[config.mk]
export PLATFORM = sky130hd
export DESIGN_NAME = label_gen
export DESIGN_NICKNAME = d
export VERILOG_FILES = /design/src/common/gc_pkg.sv /design/src/rtl/label_gen.sv
export SDC_FILE = /design/constraint.sdc
export NUM_CORES = 1
export LEC_CHECK = 0
export ABC_CLOCK_PERIOD_IN_PS = 10000
export CORE_MARGIN = 3
export CORE_UTILIZATION = 40
export CTS_CLUSTER_SIZE = 20
export DETAILED_ROUTE_END_ITERATION = 8
export DONT_BUFFER_PORTS = 1
export SYNTH_ARGS = -nofsm -noshare
export SYNTH_HDL_FRONTEND = slang
export SYNTH_SLANG_ARGS = --single-unit
[constraint.sdc]
create_clock -name clk -period 10 [get_ports clk]
set_input_delay 1 -clock clk [delete_from_list [all_inputs] [get_ports clk]]
set_output_delay 1 -clock clk [all_outputs]
set_load 0.1 [all_outputs]
[src/common/gc_pkg.sv]
// ========================================
// Garbler shared definitions
// Gate opcodes, stream tags, FSM states
// and netlist word field positions
// ========================================

package gc_pkg;

	// Truth-table encoding, out for {in0,in1} = 11,10,01,00
	typedef enum logic [3:0] {
		GATE_NOT  = 4'b0011,
		GATE_XOR  = 4'b0110,
		GATE_XNOR = 4'b1001
	} gate_op_e;

	// Output stream tags, upper bit marks an input-label beat
	typedef enum logic [2:0] {
		TAG_NONE  = 3'b000,
		TAG_KEYS  = 3'b001,
		TAG_MASKS = 3'b011,
		TAG_IN0   = 3'b101,
		TAG_IN1   = 3'b110,
		TAG_IN01  = 3'b111
	} tag_e;

	typedef enum logic [2:0] {
		IDLE,
		LOAD,
		GETKEYS,
		INPUTS,
		GARBLE,
		MASKS,
		DONE
	} state_e;

	// Netlist word layout
	localparam int OP_MSB = 31;
	localparam int OP_LSB = 28;
	localparam int A_MSB  = 27;  // Header 0: input count, gate: in0
	localparam int A_LSB  = 14;
	localparam int B_MSB  = 13;  // Header 0: gate count, header 1: output count, gate: in1
	localparam int B_LSB  = 0;

	// Wires 0 and 1 hold the constant labels
	localparam int FIRST_INPUT_WIRE = 2;

endpackage

[src/rtl/label_gen.sv]
// ========================================
// Label generator
// Two Galois LFSRs, each stepped by its own
// enable so every label handed out is fresh
// ========================================
`timescale 1ns/100ps

module label_gen
	import gc_pkg::*;
#(
	parameter int K = 128
) (
	input  logic         clk,
	input  logic         rst,
	input  logic [1:0]   en,
	output logic [K-1:0] key0,
	output logic [K-1:0] key1
);
	// Taps of x^128 + x^7 + x^2 + x + 1
	localparam logic [K-1:0] TAPS  = K'(8'h87);
	localparam logic [K-1:0] SEED0 = K'(128'h6a09e667_f3bcc908_bb67ae85_84caa73b);
	localparam logic [K-1:0] SEED1 = K'(128'h3c6ef372_fe94f82b_a54ff53a_5f1d36f1);

	logic [K-1:0] lfsr0;
	logic [K-1:0] lfsr1;

	function automatic logic [K-1:0] lfsr_step(input logic [K-1:0] s);
		return {s[K-2:0], 1'b0} ^ (s[K-1] ? TAPS : '0);
	endfunction

	always_ff @(posedge clk or posedge rst) begin
		if (rst) begin
			lfsr0 <= SEED0;
			lfsr1 <= SEED1;
		end else begin
			if (en[0]) lfsr0 <= lfsr_step(lfsr0);
			if (en[1]) lfsr1 <= lfsr_step(lfsr1);
		end
	end

	assign key0 = lfsr0;  // Current value is the label
	assign key1 = lfsr1;

endmodule

== Word level (Yosys, flattened, before mapping) ==
Index checks and enable logic that the tools add are counted.
Cells by class
  mux-type cells: 2
  bitwise logic cells: 2
Operators with widths (count)
  $xor A128 B8 Y128: 2
  $mux W8: 2
Storage, ports and cells
  output and inout port bits: 256
  input bits: 4
  flip-flop bits (word level): 256
  logic and storage cells: 6

== Longest topological paths before layout ==
Gate-level depths: netlist (run 1).
  depth in word-level cells: 2
  depth in mapped cells: 5
  gate-level depth less buffers: 2

== Worst setup path after synthesis (run 1) ==
No wires, ideal clock.
  path kind: reg-to-output
  start: register lfsr1[127], in the netlist key1[127]
  end: output port key1[127]
  path buffers: 0
  required time: 9.000 ns
  stages on the path, launching flop included: 1
  setup slack: 8.004 ns
  arrival time: 0.996 ns
  path through: dfrtp_1
RTL lines
  start: declaration: line label_gen.sv:25  | logic [K-1:0] lfsr1;
  start signal: assignment: line label_gen.sv:37  | if (en[1]) lfsr1 <= lfsr_step(lfsr1);
  end: declaration: line label_gen.sv:17  | output logic [K-1:0] key1
No word-level cell between the ends.

== Final worst setup path (run 1) ==
  start: register lfsr0[127], in the netlist key0[127]
  end: output port key0[127]
RTL lines
  start: declaration: line label_gen.sv:24  | logic [K-1:0] lfsr0;
  start signal: assignment: line label_gen.sv:36  | if (en[0]) lfsr0 <= lfsr_step(lfsr0);
  end: declaration: line label_gen.sv:16  | output logic [K-1:0] key0,
No word-level cell between the ends.

==> results of run 1 <==
==> cell families (layout without fill, tap and decap cells) <==
kind of cell,after synthesis,in the layout,share of synthesized area (%)
DFF,256,256,63.2
and+or+nand+nor,6,6,0.216
buffers and inverters,31,56,2.68
AOI/OAI and AO/OA,6,6,0.288
muxes,250,250,33.1
xor gates and xnor gates,6,6,0.505
==> metal layers <==
layer,track usage (%),wire (um),vias to the layer above
li1,-,-,1947
met1,16.0,7500,2379
met2,18.4,7860,231
met3,8.90,3140,34
met4,3.24,374,0
met5,0,0,-
==> synthesized netlist by cell type <==
library cell	number	area, um2
mux2_2	82	923
dfrtp_1	113	2830
dfstp_2	143	3760
nor2_1	6	22.5
mux2_4	168	2520
buf_2	10	50.1
a21oi_1	6	30.0
buf_6	20	225
inv_1	1	3.75
xnor2_1	6	52.6
==> state kept, by name (all words and copies together), names as in the netlist <==
signal / count
key0: 128
key1: 128
==> how the worst max path moves through the flow <==
stage,startpoint,endpoint,slack [ns],cells past startpoint
final,key0[127]$_DFFE_PP0P_,key0[127],7.42,0
after global routing,key0[127]$_DFFE_PP0P_,key0[127],7.36,0
after CTS,key0[127]$_DFFE_PP0P_,key0[127],7.39,0
after detailed placement,rst,key1[96]$_DFFE_PP0P_,7.51,2
after global placement,rst,key1[96]$_DFFE_PP0P_,7.62,2
after floorplan,rst,key0[100]$_DFFE_PP0P_,2.19,1
==> through the flow <==
| stage | util, % | area, um2 | worst slack (ns) |
|---|---|---|---|
| after floorplan | - | 10400 | 2.19 |
| after global placement | 41.7 | 10600 | 7.62 |
| after detailed placement | 41.7 | 10600 | 7.51 |
| after CTS | 45.4 | 11500 | 7.39 |
| after global routing | 45.4 | 11500 | 7.36 |
| final | 45.4 | 11500 | 7.42 |
==> final cells by class <==
class                   instances  area (um2)  share of cell area, %
clock inverters                 8         115                  0.998
multi-input cells             268        3550                   30.8
inverters                       1        11.3                 0.0976
repair buffers                  3        22.5                  0.195
well taps                     330         413                   3.58
clock buffers                  44         842                   7.30
flip-flops and latches        256        6590                   57.1
==> where the power goes <==
group	leakage (uW)	internal (uW)	switching [uW]
clock network	0.000473	652	390
registers	0.00299	1210	1040
logic	0.00184	181	51.7
total	0.00531	2040	1480
==> impl_metrics.csv, run 1 <==
group,metric,value,unit
cts,path_clk_slew,0.06,ns
cells_and_area,antennaDiodeCount,0,
detailed_routing,route.detailed.drc,0,
critical_path,r2r_start,"key0[127]$_DFFE_PP0P_",
cts,cts_buffer_depth,3,
critical_path,r2r_cells,2,
run_status,status,"finished clean",
logic_synthesis,postSynthCellCount,555,
critical_path,end_kind,"output port",
global_routing,grt_max_degree,132,
critical_path,required,9.00,ns
placed_design,io_buffers,0,
logic_synthesis,syn-num-nets,559,
cells_and_area,final_common_cell,"mux2_4",
detailed_routing,wl,18900,um
pwr,p_total,3520,uW
cells_and_area,areaGrowthSynthToFinish,10.8,%
die,die_w,167,um
run,maxCapViolations,0,
detailed_routing,route.vias.total,4591,
die,start_util,41.0,%
cells_and_area,mostFrequentLayoutCells,"168 x mux2_4, 143 x dfstp_2, 113 x dfrtp_1, 82 x mux2_2, 29 x clkbuf_16",
pwr,power_leakage,0.00531,uW
cts,cts_buffers,28,
die,io_pins,260,
timing,clock_skew,0.00752,ns
cts,ctsHoldBuffers,0,
cells_and_area,stdcell_count,910,
cts,cts_tree,"yes",
timing,relSlewSlack,28.2,%
timing,setup_violations,0,
critical_path,critPathKind,"flop to output port",
cells_and_area,fillers,2164,
critical_path,cp-start-kind,"flop",
timing,hold_slack,0.496,ns
pwr,power_density,305,mW/mm2
critical_path,arrival,1.58,ns
min_path,hold_path.class,"primary input to asynchronous set/reset pin",
placed_design,placed_cells,858,
timing,tightestPinTransition,1.08,ns
cts,root_buffer,"clkbuf_16",
cts,post_cts_resized,0,
logic_synthesis,yosysSeqAreaShare,63.2,%
logic_synthesis,syn_area_per_cell,18.8,um2
global_routing,grt_pass1_vias,4999,
timing,fmax,0.388,GHz
timing,finalCriticalPeriod,2.58,ns
logic_synthesis,yosys_register_bits,256,
critical_path,cp_max_fo,6,
timing,hold_viol,0,
cells_and_area,fin_nets,562,
placed_design,hpwlAfterDp,12300,um
logic_synthesis,netlist_area,0.0104,mm2
detailed_routing,ant_nets,0,
placed_design,gp_congestion,0.736,
critical_path,timing.reg2reg.setup_slack,8.54,ns
timing,finalSetupTns,0,ns
cts,clock_latency,0.53,ns
detailed_routing,drt_pass1_iterations,4,
detailed_routing,wl_per_cell,20.7,um
cts,cts.sinks,256,
timing,post-route-period-util,25.8,%
cts,cts_setup_buffers,0,
pwr,peakVddDrop,0.000256,V
cts,htreeDepth,1,
timing,rsz0062_at_grt,"no",
global_routing,grt_usage,12.9,%
die,die_h,167,um
detailed_routing,via_per_inst,5.05,
global_routing,grt_overflow,0,
cells_and_area,drive_above_1_share,75.9,%
timing,slew_violations,0,
global_routing,grt_pass1_wl,30200,um
logic_synthesis,ys_types,10,
die,fp.dieArea,0.0280,mm2
die,core.rowCount,58,
critical_path,r2r_end,"key0[7]$_DFFE_PP0P_",
die,core-area,0.0254,mm2
global_routing,antenna_found_initial,0,
detailed_routing,drt_iter0_drc,165,
logic_synthesis,yosysWarnings,0,
No activity file was read; power rests on OpenSTA's default activity.
==> run 2, diff against run 1 <==
- ABC_AREA: default -> 1
- ABC_CLOCK_PERIOD_IN_PS: 10000 -> 2300
- clock period: 10 -> 2.3 ns (I/O delays scaled with it)
==> run 2 against run 1 <==
  * Final cell count increased by 71%
  * Clock power grew to 4.1 times the previous value
  * First-iteration DRC count rose to 3.5 times the previous value
  * Sequential power grew 140%
  * Worst hold slack worse by 0.46 ns
  * Count of clock-buffer cells in the layout down 1
  * Routed wire length rose by 24%
  * Highest routed layer unchanged
  * Critical endpoint is now key1[6]$_DFFE_PP1P_
  * Critical path type is now flop to flop
  * Largest cell class unchanged
  * Combinational power grew to 4.2 times the previous value
  * Non-clock buffer count up 141
  * Setup slack got worse by 7.0 ns
  * Clock skew rose by 0.0062 ns
==> impl_metrics.csv, run 2 <==
group,metric,value,unit
run_status,status,"finished clean",
logic_synthesis,synthArstFlopShare,100,%
detailed_routing,route.vias.total,7291,
cts,cts_setup_buffers,0,
cts,path_clk_slew,0.06,ns
die,io_pins,260,
timing,tightestPinTransition,0.568,ns
placed_design,hpwlAfterDp,14700,um
logic_synthesis,synthSimpleGateAreaFrac,28.9,%
min_path,hold_depth,3,
logic_synthesis,synth.most_common_cell,"nand2_1",
cts,htreeDepth,1,
logic_synthesis,synth_top_area_share,37.8,%
global_routing,grt_usage,16.8,%
run,maxCapViolations,0,
logic_synthesis,yosys_register_bits,256,
pwr,power_density,873,mW/mm2
critical_path,required,2.75,ns
cts,cts_buffer_depth,3,
critical_path,cp-start-kind,"flop",
logic_synthesis,yosysSeqAreaShare,66.2,%
cts,cts_tree,"yes",
timing,clock_skew,0.0137,ns
cts,root_buffer,"clkbuf_16",
critical_path,timing.reg2reg.setup_slack,0.44,ns
cells_and_area,mostFrequentLayoutCells,"758 x nand2_1, 143 x dfstp_2, 119 x buf_4, 113 x dfrtp_1, 27 x clkbuf_16",
cells_and_area,areaGrowthSynthToFinish,21.3,%
logic_synthesis,syn-num-nets,1100,
detailed_routing,drt_pass1_iterations,5,
timing,setup_violations,0,
cells_and_area,final_util,49.5,%
pwr,peakVddDrop,0.000648,V
timing,slew_violations,0,
placed_design,gp_congestion,0.730,
cts,post_cts_resized,0,
detailed_routing,wl_met3,3060,um
pwr,power.internal,7440,uW
critical_path,critPathMaxStageDelay,0.87,ns
die,die_w,164,um
detailed_routing,wl_per_cell,15.1,um
min_path,hold_path.class,"primary input to flop",
logic_synthesis,yosysWarnings,0,
die,start_util,40.8,%
critical_path,end_kind,"flop",
logic_synthesis,synth_area_leaders,"dfstp_2 38%, nand2_1 29%, dfrtp_1 28%",
cells_and_area,final_common_cell,"nand2_1",
timing,fmax,0.539,GHz
cts,clock_latency,0.52,ns
global_routing,grt_pass1_wl,37300,um
detailed_routing,via_per_inst,4.68,
logic_synthesis,synth_common_cells,"758 x nand2_1, 143 x dfstp_2, 113 x dfrtp_1, 27 x buf_2, 16 x buf_4",
logic_synthesis,synth_fa_ha_area_share,0,%
logic_synthesis,synth_top_cell_by_area,"dfstp_2",
global_routing,antenna_found_initial,0,
detailed_routing,topRoutingLayerUsed,"met4",
detailed_routing,wl_met1,9660,um
pwr,netSwitchingPower,3100,uW
timing,post-route-period-util,80.7,%
logic_synthesis,synth_compound_area_share,0.402,%
critical_path,slowest_stage,"dfstp_2",
logic_synthesis,synthFlopType,"dfstp_2",
logic_synthesis,synth_edf_count,0,
critical_path,arrival,2.31,ns
global_routing,grt_pass1_vias,6900,
die,core-area,0.0244,mm2
critical_path,critPathKind,"flop to flop",
logic_synthesis,netlist_area,0.00995,mm2
placed_design,io_buffers,0,
critical_path,endpoint,"key1[6]$_DFFE_PP1P_",
pwr,swShare,29.4,%
cts,cts.sinks,256,
detailed_routing,wl,23400,um
pwr,p_seq_share,50.3,%
critical_path,cp_max_fo,3,
global_routing,grt_max_degree,122,
placed_design,placed_cell_area,0.0110,mm2
logic_synthesis,ys_types,10,
cells_and_area,design_area,0.0121,mm2
cts,cts_buffers,27,
die,fp.dieArea,0.0268,mm2
detailed_routing,ant_nets,0,
timing,hold_viol,0,
logic_synthesis,synth_mux_area_share,0,%
pwr,power_leakage,0.00635,uW
critical_path,r2r_end,"key1[6]$_DFFE_PP1P_",
critical_path,r2r_cells,3,
critical_path,r2r_start,"key1[6]$_DFFE_PP1P_",
logic_synthesis,syn_area_per_cell,9.08,um2
logic_synthesis,synth_xor_area_share,0,%
timing,hold_slack,0.0311,ns
logic_synthesis,postSynthCellCount,1096,
detailed_routing,drt_iter0_drc,572,
cells_and_area,drive_above_1_share,25.5,%
cells_and_area,antennaDiodeCount,0,
cells_and_area,fin_nets,1217,
timing,finalCriticalPeriod,1.86,ns
pwr,clkPwrFrac,40.4,%
global_routing,grt_overflow,0,
logic_synthesis,synth_top_family_by_area,"simple AND/OR/NAND/NOR gates",
timing,relSlewSlack,62.1,%
timing,rsz0062_at_grt,"no",
die,die_h,164,um
detailed_routing,routed-wl-met2,10400,um
die,core.rowCount,57,
critical_path,startpoint,"key1[6]$_DFFE_PP1P_",
critical_path,path_cells,"inv_1 -> o21ai_0 -> dlygate4sd3_1",
pwr,pwr-share-comb,9.4,%
detailed_routing,route.detailed.drc,0,
-- run 2: logic make-up after synthesis --
kind of cell / count (synthesis)
compound gates: 8
buf+inv: 68
flops: 256
simple gates: 764
-- run 2: power by group through the flow --
stage	combinational, uW	clock, uW	sequential [uW]
4_1_cts	999	4370	5300
6_report	986	4250	5300
3_5_place_dp	921	0	5370
5_1_grt	1060	4550	5320
2_1_floorplan	327	0	5810
3_3_place_gp	916	0	5370
-- run 2: how the worst min path moves through the flow --
| stage | startpoint | endpoint | slack, ns |
|---|---|---|---|
| 2_1_floorplan | en[1] | key1[118]$_DFFE_PP1P_ | 0.59 |
| 3_3_place_gp | rst | key1[103]$_DFFE_PP0P_ | 0.27 |
| 6_report | en[0] | key0[3]$_DFFE_PP1P_ | 0.03 |
| 5_1_grt | en[0] | key0[1]$_DFFE_PP1P_ | 0.03 |
| 3_5_place_dp | rst | key0[29]$_DFFE_PP0P_ | 0.27 |
| 4_1_cts | en[0] | key0[3]$_DFFE_PP1P_ | 0.002 |
-- run 2: timing repair --
action	in CTS	in global routing
hold buffers	20	0
endpoints found under the setup margin	0	0
hold endpoints to repair	364	0
-- run 2: per-stage QoR --
stage	cells	TNS (ns)	setup WS (ns)	power (uW)
6_report	1557	0	0.443	10500
5_1_grt	1557	0	0.406	10900
4_1_cts	1557	0	0.528	10700
3_5_place_dp	1488	0	1.02	6290
3_3_place_gp	1488	0	1.05	6290
2_1_floorplan	1096	-181.07	-1.18	6140
-- run 2: per-layer routing --
metal | track usage [%] | vias up
li1 | - | 3527
met1 | 21.3 | 3485
met2 | 25.7 | 256
met3 | 9.10 | 23
met4 | 3.04 | 0
met5 | 0 | -
-- run 2: area by class of cell --
class                           instances  area [um2]
Sequential cell                       256        6590
Tap cell                              324         405
Clock buffer                           43         826
Clock inverter                          6        57.6
Timing Repair Buffer                  144        1230
Multi-Input combinational cell        772        2920
Fill cell                            2276       12300
Inverter                               12        53.8
-- run 2: critical path, delay by kind of cell, from the launching register on --
family,cells,cell delay (ns)
AOI/OAI and AO/OA,1,0.20
buffers and inverters,2,0.73
DFF,1,0.87
