<file path="config.mk">
export PLATFORM = sky130hd
export DESIGN_NAME = garbler_ctrl
export DESIGN_NICKNAME = d
export VERILOG_FILES = /design/src/common/gc_pkg.sv /design/src/garbler/gate_eval.sv /design/src/garbler/garbler_ctrl.sv
export SDC_FILE = /design/constraint.sdc
export NUM_CORES = 2
export LEC_CHECK = 0
export ABC_CLOCK_PERIOD_IN_PS = 16100
export BUFFER_PORTS_ARGS = -buffer_cell sky130_fd_sc_hd__buf_2
export CAP_MARGIN = 20
export CORE_AREA = 2 2 391 393
export DETAILED_ROUTE_END_ITERATION = 6
export DIE_AREA = 0 0 393 395
export SLEW_MARGIN = 30
export SYNTH_ARGS = -nofsm -noshare
export SYNTH_HDL_FRONTEND = slang
export SYNTH_HIERARCHICAL = 1
export SYNTH_SLANG_ARGS = --single-unit
</file>
<file path="constraint.sdc">
create_clock -name clk -period 16.1 [get_ports clk]
set_clock_uncertainty 0.2 [all_clocks]
set_input_delay 3.22 -clock clk [delete_from_list [all_inputs] [get_ports clk]]
set_output_delay 3.22 -clock clk [all_outputs]
set_load 0.005 [all_outputs]
</file>
<file path="src/common/gc_pkg.sv">
// ========================================
// Garbler shared definitions
// Gate opcodes, stream tags, FSM states
// and netlist word field positions
// ========================================

package gc_pkg;

	// Truth-table encoding, out for {in0,in1} = 11,10,01,00
	typedef enum logic [3:0] {
		GATE_NOT  = 4'b0011,
		GATE_XOR  = 4'b0110,
		GATE_XNOR = 4'b1001
	} gate_op_e;

	// Output stream tags, upper bit marks an input-label beat
	typedef enum logic [2:0] {
		TAG_NONE  = 3'b000,
		TAG_KEYS  = 3'b001,
		TAG_MASKS = 3'b011,
		TAG_IN0   = 3'b101,
		TAG_IN1   = 3'b110,
		TAG_IN01  = 3'b111
	} tag_e;

	typedef enum logic [2:0] {
		IDLE,
		LOAD,
		GETKEYS,
		INPUTS,
		GARBLE,
		MASKS,
		DONE
	} state_e;

	// Netlist word layout
	localparam int OP_MSB = 31;
	localparam int OP_LSB = 28;
	localparam int A_MSB  = 27;  // Header 0: input count, gate: in0
	localparam int A_LSB  = 14;
	localparam int B_MSB  = 13;  // Header 0: gate count, header 1: output count, gate: in1
	localparam int B_LSB  = 0;

	// Wires 0 and 1 hold the constant labels
	localparam int FIRST_INPUT_WIRE = 2;

endpackage

</file>
<file path="src/garbler/gate_eval.sv">
// ========================================
// Free-XOR gate evaluation
// Output label of XOR, XNOR and NOT gates,
// registered with its wire number
// ========================================
`timescale 1ns/100ps

module gate_eval
	import gc_pkg::*;
#(
	parameter int S = 8,
	parameter int K = 128
) (
	input  logic         clk,
	input  logic         rst,
	input  logic         in_valid,
	input  gate_op_e     op,
	input  logic [S-1:0] in_wire,
	input  logic [K-1:0] label0,
	input  logic [K-1:0] label1,
	input  logic [K-1:0] r,
	output logic         out_valid,
	output logic [S-1:0] out_wire,
	output logic [K-1:0] out_label
);
	logic [K-1:0] result;

	always_comb begin
		case (op)
			GATE_XNOR: result = label0 ^ label1 ^ r;
			GATE_NOT:  result = label0 ^ r;  // in1 not used
			default:   result = label0 ^ label1;
		endcase
	end

	always_ff @(posedge clk or posedge rst) begin
		if (rst)
			out_valid <= 1'b0;
		else
			out_valid <= in_valid;
	end

	always_ff @(posedge clk) begin
		out_wire  <= in_wire;
		out_label <= result;
	end

endmodule

</file>
<file path="src/garbler/garbler_ctrl.sv">
// ========================================
// Garbler control
// FSM, label draw, gate issue with replay on
// unready operands, masks and output stream
// ========================================
`timescale 1ns/100ps

module garbler_ctrl
	import gc_pkg::*;
#(
	parameter int S = 8,
	parameter int K = 128
) (
	input  logic         clk,
	input  logic         rst,
	input  logic         start,
	input  logic         nl_ready,
	input  logic [S-1:0] input_count,
	input  logic [S-1:0] gate_count,
	input  logic [S-1:0] output_count,
	input  gate_op_e     op,
	input  logic [S-1:0] in0,
	input  logic [S-1:0] in1,
	input  logic [K-1:0] key0,
	input  logic [K-1:0] key1,
	input  logic [K-1:0] rd_data0,
	input  logic [K-1:0] rd_data1,
	input  logic         rd_ready0,
	input  logic         rd_ready1,
	output logic [S-1:0] nl_addr,
	output logic [1:0]   key_en,
	output logic         clr,
	output logic         wr_en,
	output logic [S-1:0] wr_addr,
	output logic [K-1:0] wr_data,
	output logic [S-1:0] rd_addr0,
	output logic [S-1:0] rd_addr1,
	output tag_e         tag,
	output logic [S-1:0] index0,
	output logic [S-1:0] index1,
	output logic [K-1:0] data0,
	output logic [K-1:0] data1,
	output logic         done
);
	state_e         state;
	state_e         next_state;
	gate_op_e       s2_op;
	tag_e           tag_n;
	logic [K-1:0]   r_q;
	logic [K-1:0]   r_new;
	logic           sec_pend;  // Second label of a pair still to be written
	logic [S-1:0]   sec_addr;
	logic [K-1:0]   sec_data;
	logic [S-1:0]   inp_wire;
	logic [S-1:0]   inp_left;
	logic           draw;
	logic           draw_two;
	logic [S-1:0]   gate_idx;
	logic [S-1:0]   ret_cnt;
	logic [S-1:0]   gate_base;
	logic [S-1:0]   s1_idx;
	logic [S-1:0]   s2_idx;
	logic           s1_valid;
	logic           s2_valid;
	logic           issue;
	logic           fire;
	logic           flush;
	logic           ev_valid;
	logic [S-1:0]   ev_wire;
	logic [K-1:0]   ev_label;
	logic [S-1:0]   m_idx;
	logic [S-1:0]   m_q;
	logic [S-1:0]   out_base;
	logic           m_vld;
	logic           m_last;
	logic [2*K-1:0] mask_q;
	logic [S-1:0]   idx0_n;
	logic [S-1:0]   idx1_n;
	logic [K-1:0]   dat0_n;
	logic [K-1:0]   dat1_n;

	assign r_new     = {key0[K-1:1], 1'b1};
	assign gate_base = S'(FIRST_INPUT_WIRE) + input_count;
	assign out_base  = gate_base + gate_count - output_count;  // Outputs are the last gates
	assign draw      = (state == INPUTS) && !sec_pend && (inp_left != '0);
	assign draw_two  = (inp_left > S'(1));
	assign fire      = s2_valid && rd_ready0 && (rd_ready1 || s2_op == GATE_NOT);
	assign flush     = s2_valid && !fire;  // Replay from the stalled gate
	assign issue     = (state == GARBLE) && (gate_idx != gate_count) && !flush;
	assign m_last    = (m_idx == output_count) && !m_vld;
	assign nl_addr   = gate_idx;
	assign rd_addr0  = (state == MASKS) ? out_base + m_idx : in0;
	assign rd_addr1  = in1;
	assign clr       = (state == IDLE) && start;
	assign done      = (state == DONE);
	assign key_en    = (state == GETKEYS) ? 2'b11 : {draw && draw_two, draw};

	gate_eval #(.S(S), .K(K)) i_gate_eval (
		.clk       (clk),
		.rst       (rst),
		.in_valid  (fire),
		.op        (s2_op),
		.in_wire   (gate_base + s2_idx),
		.label0    (rd_data0),
		.label1    (rd_data1),
		.r         (r_q),
		.out_valid (ev_valid),
		.out_wire  (ev_wire),
		.out_label (ev_label)
	);

	// Single write port, gate results only arrive in GARBLE
	always_comb begin
		wr_en   = 1'b1;
		wr_addr = ev_wire;
		wr_data = ev_label;
		if (state == GETKEYS) begin
			wr_addr = '0;  // Constant-zero wire
			wr_data = key1;
		end else if (sec_pend) begin
			wr_addr = sec_addr;
			wr_data = sec_data;
		end else if (draw) begin
			wr_addr = inp_wire;
			wr_data = key0;
		end else begin
			wr_en = ev_valid;
		end
	end

	always_comb begin
		tag_n  = TAG_NONE;
		idx0_n = '0;
		idx1_n = '0;
		dat0_n = '0;
		dat1_n = '0;
		if (state == GETKEYS) begin
			tag_n  = TAG_KEYS;
			dat0_n = r_new;
			dat1_n = key1;
		end else if (draw) begin
			tag_n  = draw_two ? TAG_IN01 : TAG_IN0;
			idx0_n = inp_wire;
			idx1_n = draw_two ? inp_wire + 1'b1 : '0;
			dat0_n = key0;
			dat1_n = draw_two ? key1 : '0;
		end else if ((state == MASKS) && m_last) begin
			tag_n  = TAG_MASKS;
			dat0_n = mask_q[K-1:0];
			dat1_n = mask_q[2*K-1:K];
		end
	end

	always_comb begin
		next_state = state;
		case (state)
			IDLE:    if (start) next_state = LOAD;
			LOAD:    if (nl_ready) next_state = GETKEYS;
			GETKEYS: next_state = INPUTS;
			INPUTS:  if (!sec_pend && inp_left == '0) next_state = GARBLE;
			GARBLE:  if (ret_cnt == gate_count) next_state = MASKS;
			MASKS:   if (m_last) next_state = DONE;
			default: next_state = IDLE;
		endcase
	end

	always_ff @(posedge clk or posedge rst) begin
		if (rst) begin
			state    <= IDLE;
			tag      <= TAG_NONE;
			sec_pend <= 1'b0;
			inp_wire <= '0;
			inp_left <= '0;
			gate_idx <= '0;
			ret_cnt  <= '0;
			s1_valid <= 1'b0;
			s2_valid <= 1'b0;
			m_idx    <= '0;
			m_vld    <= 1'b0;
		end else begin
			state    <= next_state;
			tag      <= tag_n;
			s1_valid <= issue;
			s2_valid <= s1_valid && !flush;
			m_vld    <= (state == MASKS) && (m_idx != output_count);
			if (state == GETKEYS) begin
				sec_pend <= 1'b1;  // Constant-one label goes next
				inp_wire <= S'(FIRST_INPUT_WIRE);
				inp_left <= input_count;
				gate_idx <= '0;
				ret_cnt  <= '0;
				m_idx    <= '0;
			end else if (draw) begin
				sec_pend <= draw_two;
				inp_wire <= inp_wire + 2'd2;
				inp_left <= inp_left - (draw_two ? 2'd2 : 2'd1);
			end else if (state == INPUTS) begin
				sec_pend <= 1'b0;
			end
			if (flush)
				gate_idx <= s2_idx;
			else if (issue)
				gate_idx <= gate_idx + 1'b1;
			if (ev_valid)
				ret_cnt <= ret_cnt + 1'b1;
			if ((state == MASKS) && (m_idx != output_count))
				m_idx <= m_idx + 1'b1;
		end
	end

	always_ff @(posedge clk) begin
		if (state == GETKEYS) begin
			r_q      <= r_new;
			mask_q   <= '0;
			sec_addr <= S'(1);
			sec_data <= key1 ^ r_new;
		end else if (draw) begin
			sec_addr <= inp_wire + 1'b1;
			sec_data <= key1;
		end
		if (m_vld)
			mask_q[m_q] <= rd_data0[0];  // Mask bit is the label lsb
		s1_idx <= gate_idx;
		s2_idx <= s1_idx;
		s2_op  <= op;
		m_q    <= m_idx;
		index0 <= idx0_n;
		index1 <= idx1_n;
		data0  <= dat0_n;
		data1  <= dat1_n;
	end

endmodule

</file>
# --- After elaboration in Yosys (flattened, before gate mapping) ---
# Index checks and enable logic that the tools add are counted.
word_totals:
  reg_bits: 1006
  input_bits: 562
  elab_cells: 144
op_classes:
  bitwise_logic: 6
  reduce_logical: 31
  magnitude_cmp: 3
  n_addsub: 11
  n_eq_ne: 17
  muxes: 49
ops:
  columns: ["cell", "n"]
  rows:
  - ["128-bit 2-to-1 mux", 12]
  - ["256-bit 2-to-1 mux", 2]
  - ["128-bit XOR", 4]
  - ["256-bit bitwise mux", 1]
  - ["128-bit case mux with 2 select lines", 1]
  - ["8-bit 2-to-1 mux", 13]
  - ["8-bit by 1-bit adder with 8-bit output (second input constant)", 4]
  - ["8-bit adder", 3]
  - ["3-bit 2-to-1 mux", 7]
  - ["3-bit case mux with 6 select lines", 1]
  - ["8-bit equality test", 2]
  - ["8-bit != test", 2]
  - ["1-bit logical AND", 15]
  - ["3-bit equality test (second input constant)", 3]
  - ["8-bit by 9-bit < comparator with 1-bit output (second input constant)", 1]
  - ["2-bit by 8-bit adder with 8-bit output (first input constant)", 1]
  - ["8-bit by 2-bit adder with 8-bit output (second input constant)", 1]
  - ["1-bit demux with 8-bit select", 1]
  - ["8-bit by 1-bit greater-or-equal comparator with 1-bit output (second input constant)", 1]
  - ["8-bit by 1-bit greater-than comparator with 1-bit output (second input constant)", 1]
  - ["8-bit zero test", 1]
  - ["2-bit 2-to-1 mux", 4]
  - ["8-bit nonzero test", 1]
  - ["8-bit by 2-bit subtractor with 8-bit output", 1]
  - ["other kinds (17)", 34]

# --- Logic depth before layout (Yosys ltp) ---
logic_depth:
  depth_word: 9
  depth_mapped: 12
  mapped_depth_nobuf: 12

# --- By module ---
# Netlist, hierarchy kept.
by_module_without_submodules:
  columns: ["module", "instances", "cells_per_inst", "area_each_um2"]
  rows:
  - ["garbler_ctrl", 1, 3509, 35474.0]
  - ["gate_eval", 1, 715, 7455.9]

# --- Worst setup path before layout ---
# No wires, ideal clock.
synth_timing:
  path_kind: "input to output"
  start: "input port input_count[1]"
  end: "output port rd_addr0[7]"
  cell_stages: 12
  t_required_ns: 12.680
  arrival_time_ns: 5.765
  slack_ns: 6.915
  path_buffers: 0
  cell_sequence: "ha_1 -> fa_1 -> inv_1 -> fa_1 -> inv_1 -> fa_1 -> a21oi_1 -> nor2_1 -> nor2_1 -> o21ai_0 -> xnor2_1 -> o21ai_0"
synth_between:
  elab_chain_cells: 5
synth_lines:
  columns: ["item", "line_no", "rtl"]
  rows:
  - ["start: declaration", "garbler_ctrl.sv:18", "input logic [S-1:0] input_count,"]
  - ["2-bit by 8-bit adder with 8-bit output", "garbler_ctrl.sv:83", "assign gate_base = S'(FIRST_INPUT_WIRE) + input_count;"]
  - ["8-bit adder", "garbler_ctrl.sv:84", "assign out_base = gate_base + gate_count - output_count;"]
  - ["8-bit subtractor", "garbler_ctrl.sv:84", null]
  - ["8-bit adder", "garbler_ctrl.sv:92", "assign rd_addr0 = (state == MASKS) ? out_base + m_idx : in0;"]
  - ["8-bit 2-to-1 mux", "garbler_ctrl.sv:92", null]
  - ["end: declaration", "garbler_ctrl.sv:36", "output logic [S-1:0] rd_addr0,"]
# Every way passes these cells.

# --- Worst setup path after layout ---
# Ends and elaborated chain as after synthesis.

==> run_results.csv <==
group,metric,value,unit
timing,period_share,0.603,
pwr,p_leak,22.2,nW
setup_path,crit_arrival,6.28,ns
timing,finalHoldViolCount,0,
timing,holdWs,0.121,ns
setup_path,max_stage_delay,0.60,ns
floorplanning,die_area,155000,sq um
drt,post_drt_via_cell_ratio,5.29,
drt,drc,0,
timing,slew_viol_final,0,
synthesis,ys.flop_type,"dfxtp_1",
setup_path,required,12.68,ns
synthesis,synthCells,4224,
clock_network,cts_hold_buf,0,
timing,relSlewSlack,0.267,
place,dp_hpwl,141000,um
timing,setup_tns,0,ns
drt,vias,38100,
cells_and_area,final_util,0.356,
setup_path,path_delay_family,"adder cells",
synthesis,synthTopCellsByArea,"dfxtp_1, edfxtp_1, mux2i_1",
clock_network,clkLatencyLatePin,0.77,ns
setup_path,worstSetupPathType,"in -> out",
global_route,grt_overflow,0,
drt,drtIter0Drc,3348,
drt,wire_per_inst,27.9,um
timing,worst_pin_slew,1.10,ns
floorplanning,die_y,395,um
setup_path,r2r_start,"state[0]$_DFFE_PP0P_",
synthesis,syn_avg_cell_area,10.2,sq um
pwr,pwr-share-comb,0.265,
timing,fmax,0.103,GHz
place,place.gp.congestion,0.900,
clock_network,cts_buffer_depth,3,
synthesis,synth-xor-area-share,0.0647,
pwr,p_switching,2.94,mW
synthesis,synth_seq_cells,1003,
floorplanning,start_util,0.284,
setup_path,crit_chain,"buf_2 -> ha_1 -> xor2_1 -> xnor2_1 -> fa_1 -> inv_1 -> ha_1 -> a21oi_1 -> nor2_1 -> nor2_1 -> o21ai_0 -> xnor2_1 -> o21ai_0 -> buf_2",
synthesis,synthArstFlopShare,0.0499,
floorplanning,ios,1002,
drt,drt-total-wl,200000,um
cells_and_area,fill_cells,15300,
global_route,grt_pass1_vias,36600,
global_route,grt_max_degree,130,
setup_path,critPathLaunch,"input_count[1]",
setup_path,startpoint_type,"input port",
floorplanning,rows,143,
min_path,hold_path.class,"reg -> reg",
floorplanning,die_w,393,um
global_route,grt_pass1_wl,276000,um
job,cap_violations,0,
global_route,antenna_found_initial,33,
clock_network,clock_sinks,1003,
drt,ant_nets,0,
pwr,power_frac_clock,0.309,
clock_network,post_cts_resized,0,
clock_network,cts_tree,"done",
pwr,ir_drop,0.110,mV
synthesis,synthAdderAreaFrac,0.0131,
setup_path,end_kind,"primary output",
clock_network,cts_root_buffer,"clkbuf_16",
synthesis,synth_top_family_by_area,"compound AO/OA/AOI/OAI gates",
pwr,power.density,159,nW/um^2
global_route,grt_use_total,0.247,
setup_path,critPathBufInv,3,
synthesis,yosys.cell_types.count,63,
timing,layout_min_cycle_time,9.70,ns
synthesis,synth_compound_area_frac,0.153,
synthesis,ys_warn_count,6,
timing,setup_viol,0,
clock_network,htreeDepth,3,
cells_and_area,syn_to_final_growth,25.3,%
cells_and_area,nNetsFinal,5631,
synthesis,yosys.area.top_type_share,0.325,
timing,rsz0062_at_grt,"no",
clock_network,post_cts_buffers,0,
synthesis,yosysSeqAreaShare,0.533,
pwr,p_seq_frac,0.426,
synthesis,synthSimpleGateAreaFrac,0.135,
setup_path,critPathSlowestCell,"xor2_1",
clock_network,cts_made_buffers,112,
pwr,intPower,5.60,mW
synthesis,yosysTopAreaCell,"dfxtp_1",
cells_and_area,drive_gt1_frac,0.257,
pwr,swShare,0.344,
setup_path,crit_fanout,7,
synthesis,synth_edf_count,255,
place,dp.cells,6950,
place,port_buffers,984,
clock_network,clk_pin_slew,0.06,ns
status,status,"finished clean",
synthesis,synth.area.mux_share,0.0600,
floorplanning,core,151000,sq um
drt,dr.pass1.iters,6,
synthesis,syn_area,42900,sq um
cells_and_area,final_cells,7190,
min_path,hp-start,"s1_idx[0]$_DFF_P_",
-- power by group through the flow --
stage,sequential (mW),combinational [mW],clock (mW)
after global placement,3.67,2.22,0
after floorplan,3.49,1.31,0
final,3.64,2.27,2.64
after global routing,3.68,2.47,2.77
after CTS,3.63,2.26,2.68
after detailed placement,3.68,2.24,0
-- worst paths after layout --
| kind | cells past startpoint | slack [ns] | to |
|---|---|---|---|
| setup reg to reg | 8 | 11.55 | sec_data[93]$_DFFE_PN_ |
| setup / recovery | 14 | 6.40 | rd_addr0[7] |
| min in group asynchronous | 2 | 2.09 | i_gate_eval/out_valid$_DFF_PP0_ |
| hold reg to reg | 0 | 0.12 | s2_idx[0]$_DFF_P_ |
| max in group asynchronous | 3 | 12.64 | sec_pend$_DFFE_PP0P_ |
| hold / removal | 0 | 0.12 | s2_idx[0]$_DFF_P_ |
-- cells in the final DEF (no fill, tap or decap), drive strengths merged, types with 8 or more instances in the layout --
master / count
xor2: 145
nor2b: 11
nand2b: 10
inv: 58
a21o: 11
nand4: 8
o211ai: 246
and3: 9
diode: 26
a221oi: 133
clkinv: 29
mux2i: 256
o21ai: 43
clkbuf: 170
a21oi: 156
nor2: 200
dfrtp: 50
nand2: 605
buf: 1052
edfxtp: 255
xnor2: 170
ha: 21
and2: 10
fa: 13
nor3: 24
nand3: 418
dfxtp: 698
a22o: 254
-- synth_stat cells, drive strengths merged (5+ instances only) --
| cell type | n |
|---|---|
| nand2b | 10 |
| or2 | 5 |
| edfxtp | 255 |
| a21o | 11 |
| o21ai | 43 |
| nor3 | 24 |
| and3 | 9 |
| xnor2 | 170 |
| fa | 13 |
| nand2 | 605 |
| a221oi | 133 |
| or3 | 7 |
| clkbuf | 217 |
| mux2i | 256 |
| nor2 | 200 |
| dfxtp | 698 |
| inv | 51 |
| a31oi | 5 |
| a22o | 254 |
| nand4 | 8 |
| buf | 139 |
| a22oi | 5 |
| ha | 21 |
| o31ai | 5 |
| nor2b | 11 |
| xor2 | 145 |
| nand3 | 418 |
| a21oi | 156 |
| and2 | 10 |
| dfrtp | 50 |
| o211ai | 246 |
-- registers in the layout, indices dropped and copies added, names as in the netlist, 7 cells and up --
signal / cells
i_gate_eval/out_label: 128
sec_data: 128
m_idx: 8
m_q: 8
s2_idx: 8
s1_idx: 8
index0: 7
r_q: 127
data1: 128
nl_addr: 8
index1: 8
inp_wire: 7
ret_cnt: 8
i_gate_eval/out_wire: 8
sec_addr: 7
data0: 128
inp_left: 8
mask_q: 256
-- metal layers --
metal / up-vias / global-route usage / wire length, um / part of all wire
met2: 1975 / 0.393 / 93400 / 0.47
met4: 6 / 0.118 / 8930 / 0.045
met5: - / 0.00313 / 85 / 0.00042
li1: 16800 / - / - / -
met1: 18900 / 0.315 / 80400 / 0.40
met3: 327 / 0.0551 / 17600 / 0.088
-- logic make-up (layout without fill, tap and decap cells) --
family          count (synthesis)  count (layout)
simple gates                 1328            1328
flops                        1003            1003
compound gates                874             874
buf+inv                       407            1316
xor+xnor                      315             315
mux                           257             257
fa+ha+maj                      38              38
other cells                     2              29
-- area by class of cell --
type	instances	area, sq um	share of cell area
Sequential cell	1003	22900	0.425
Multi-Input combinational cell	2815	18600	0.346
Timing Repair Buffer	1052	5650	0.105
Clock buffer	170	3350	0.0623
Tap cell	2030	2540	0.0472
Clock inverter	43	458	0.00851
Inverter	51	214	0.00398
Antenna cell	26	65.1	0.00121
-- through the flow --
| stage | area (sq um) | power, mW | setup WS [ns] |
|---|---|---|---|
| CTS | 53700 | 8.57 | 6.43 |
| global route | 53800 | 8.92 | 6.18 |
| finish | 53800 | 8.54 | 6.40 |
| floorplan | 42900 | 4.80 | 6.92 |
| detailed placement | 49900 | 5.92 | 6.43 |
| global placement | 49600 | 5.88 | 6.39 |
(Power assumes the default switching activity.)
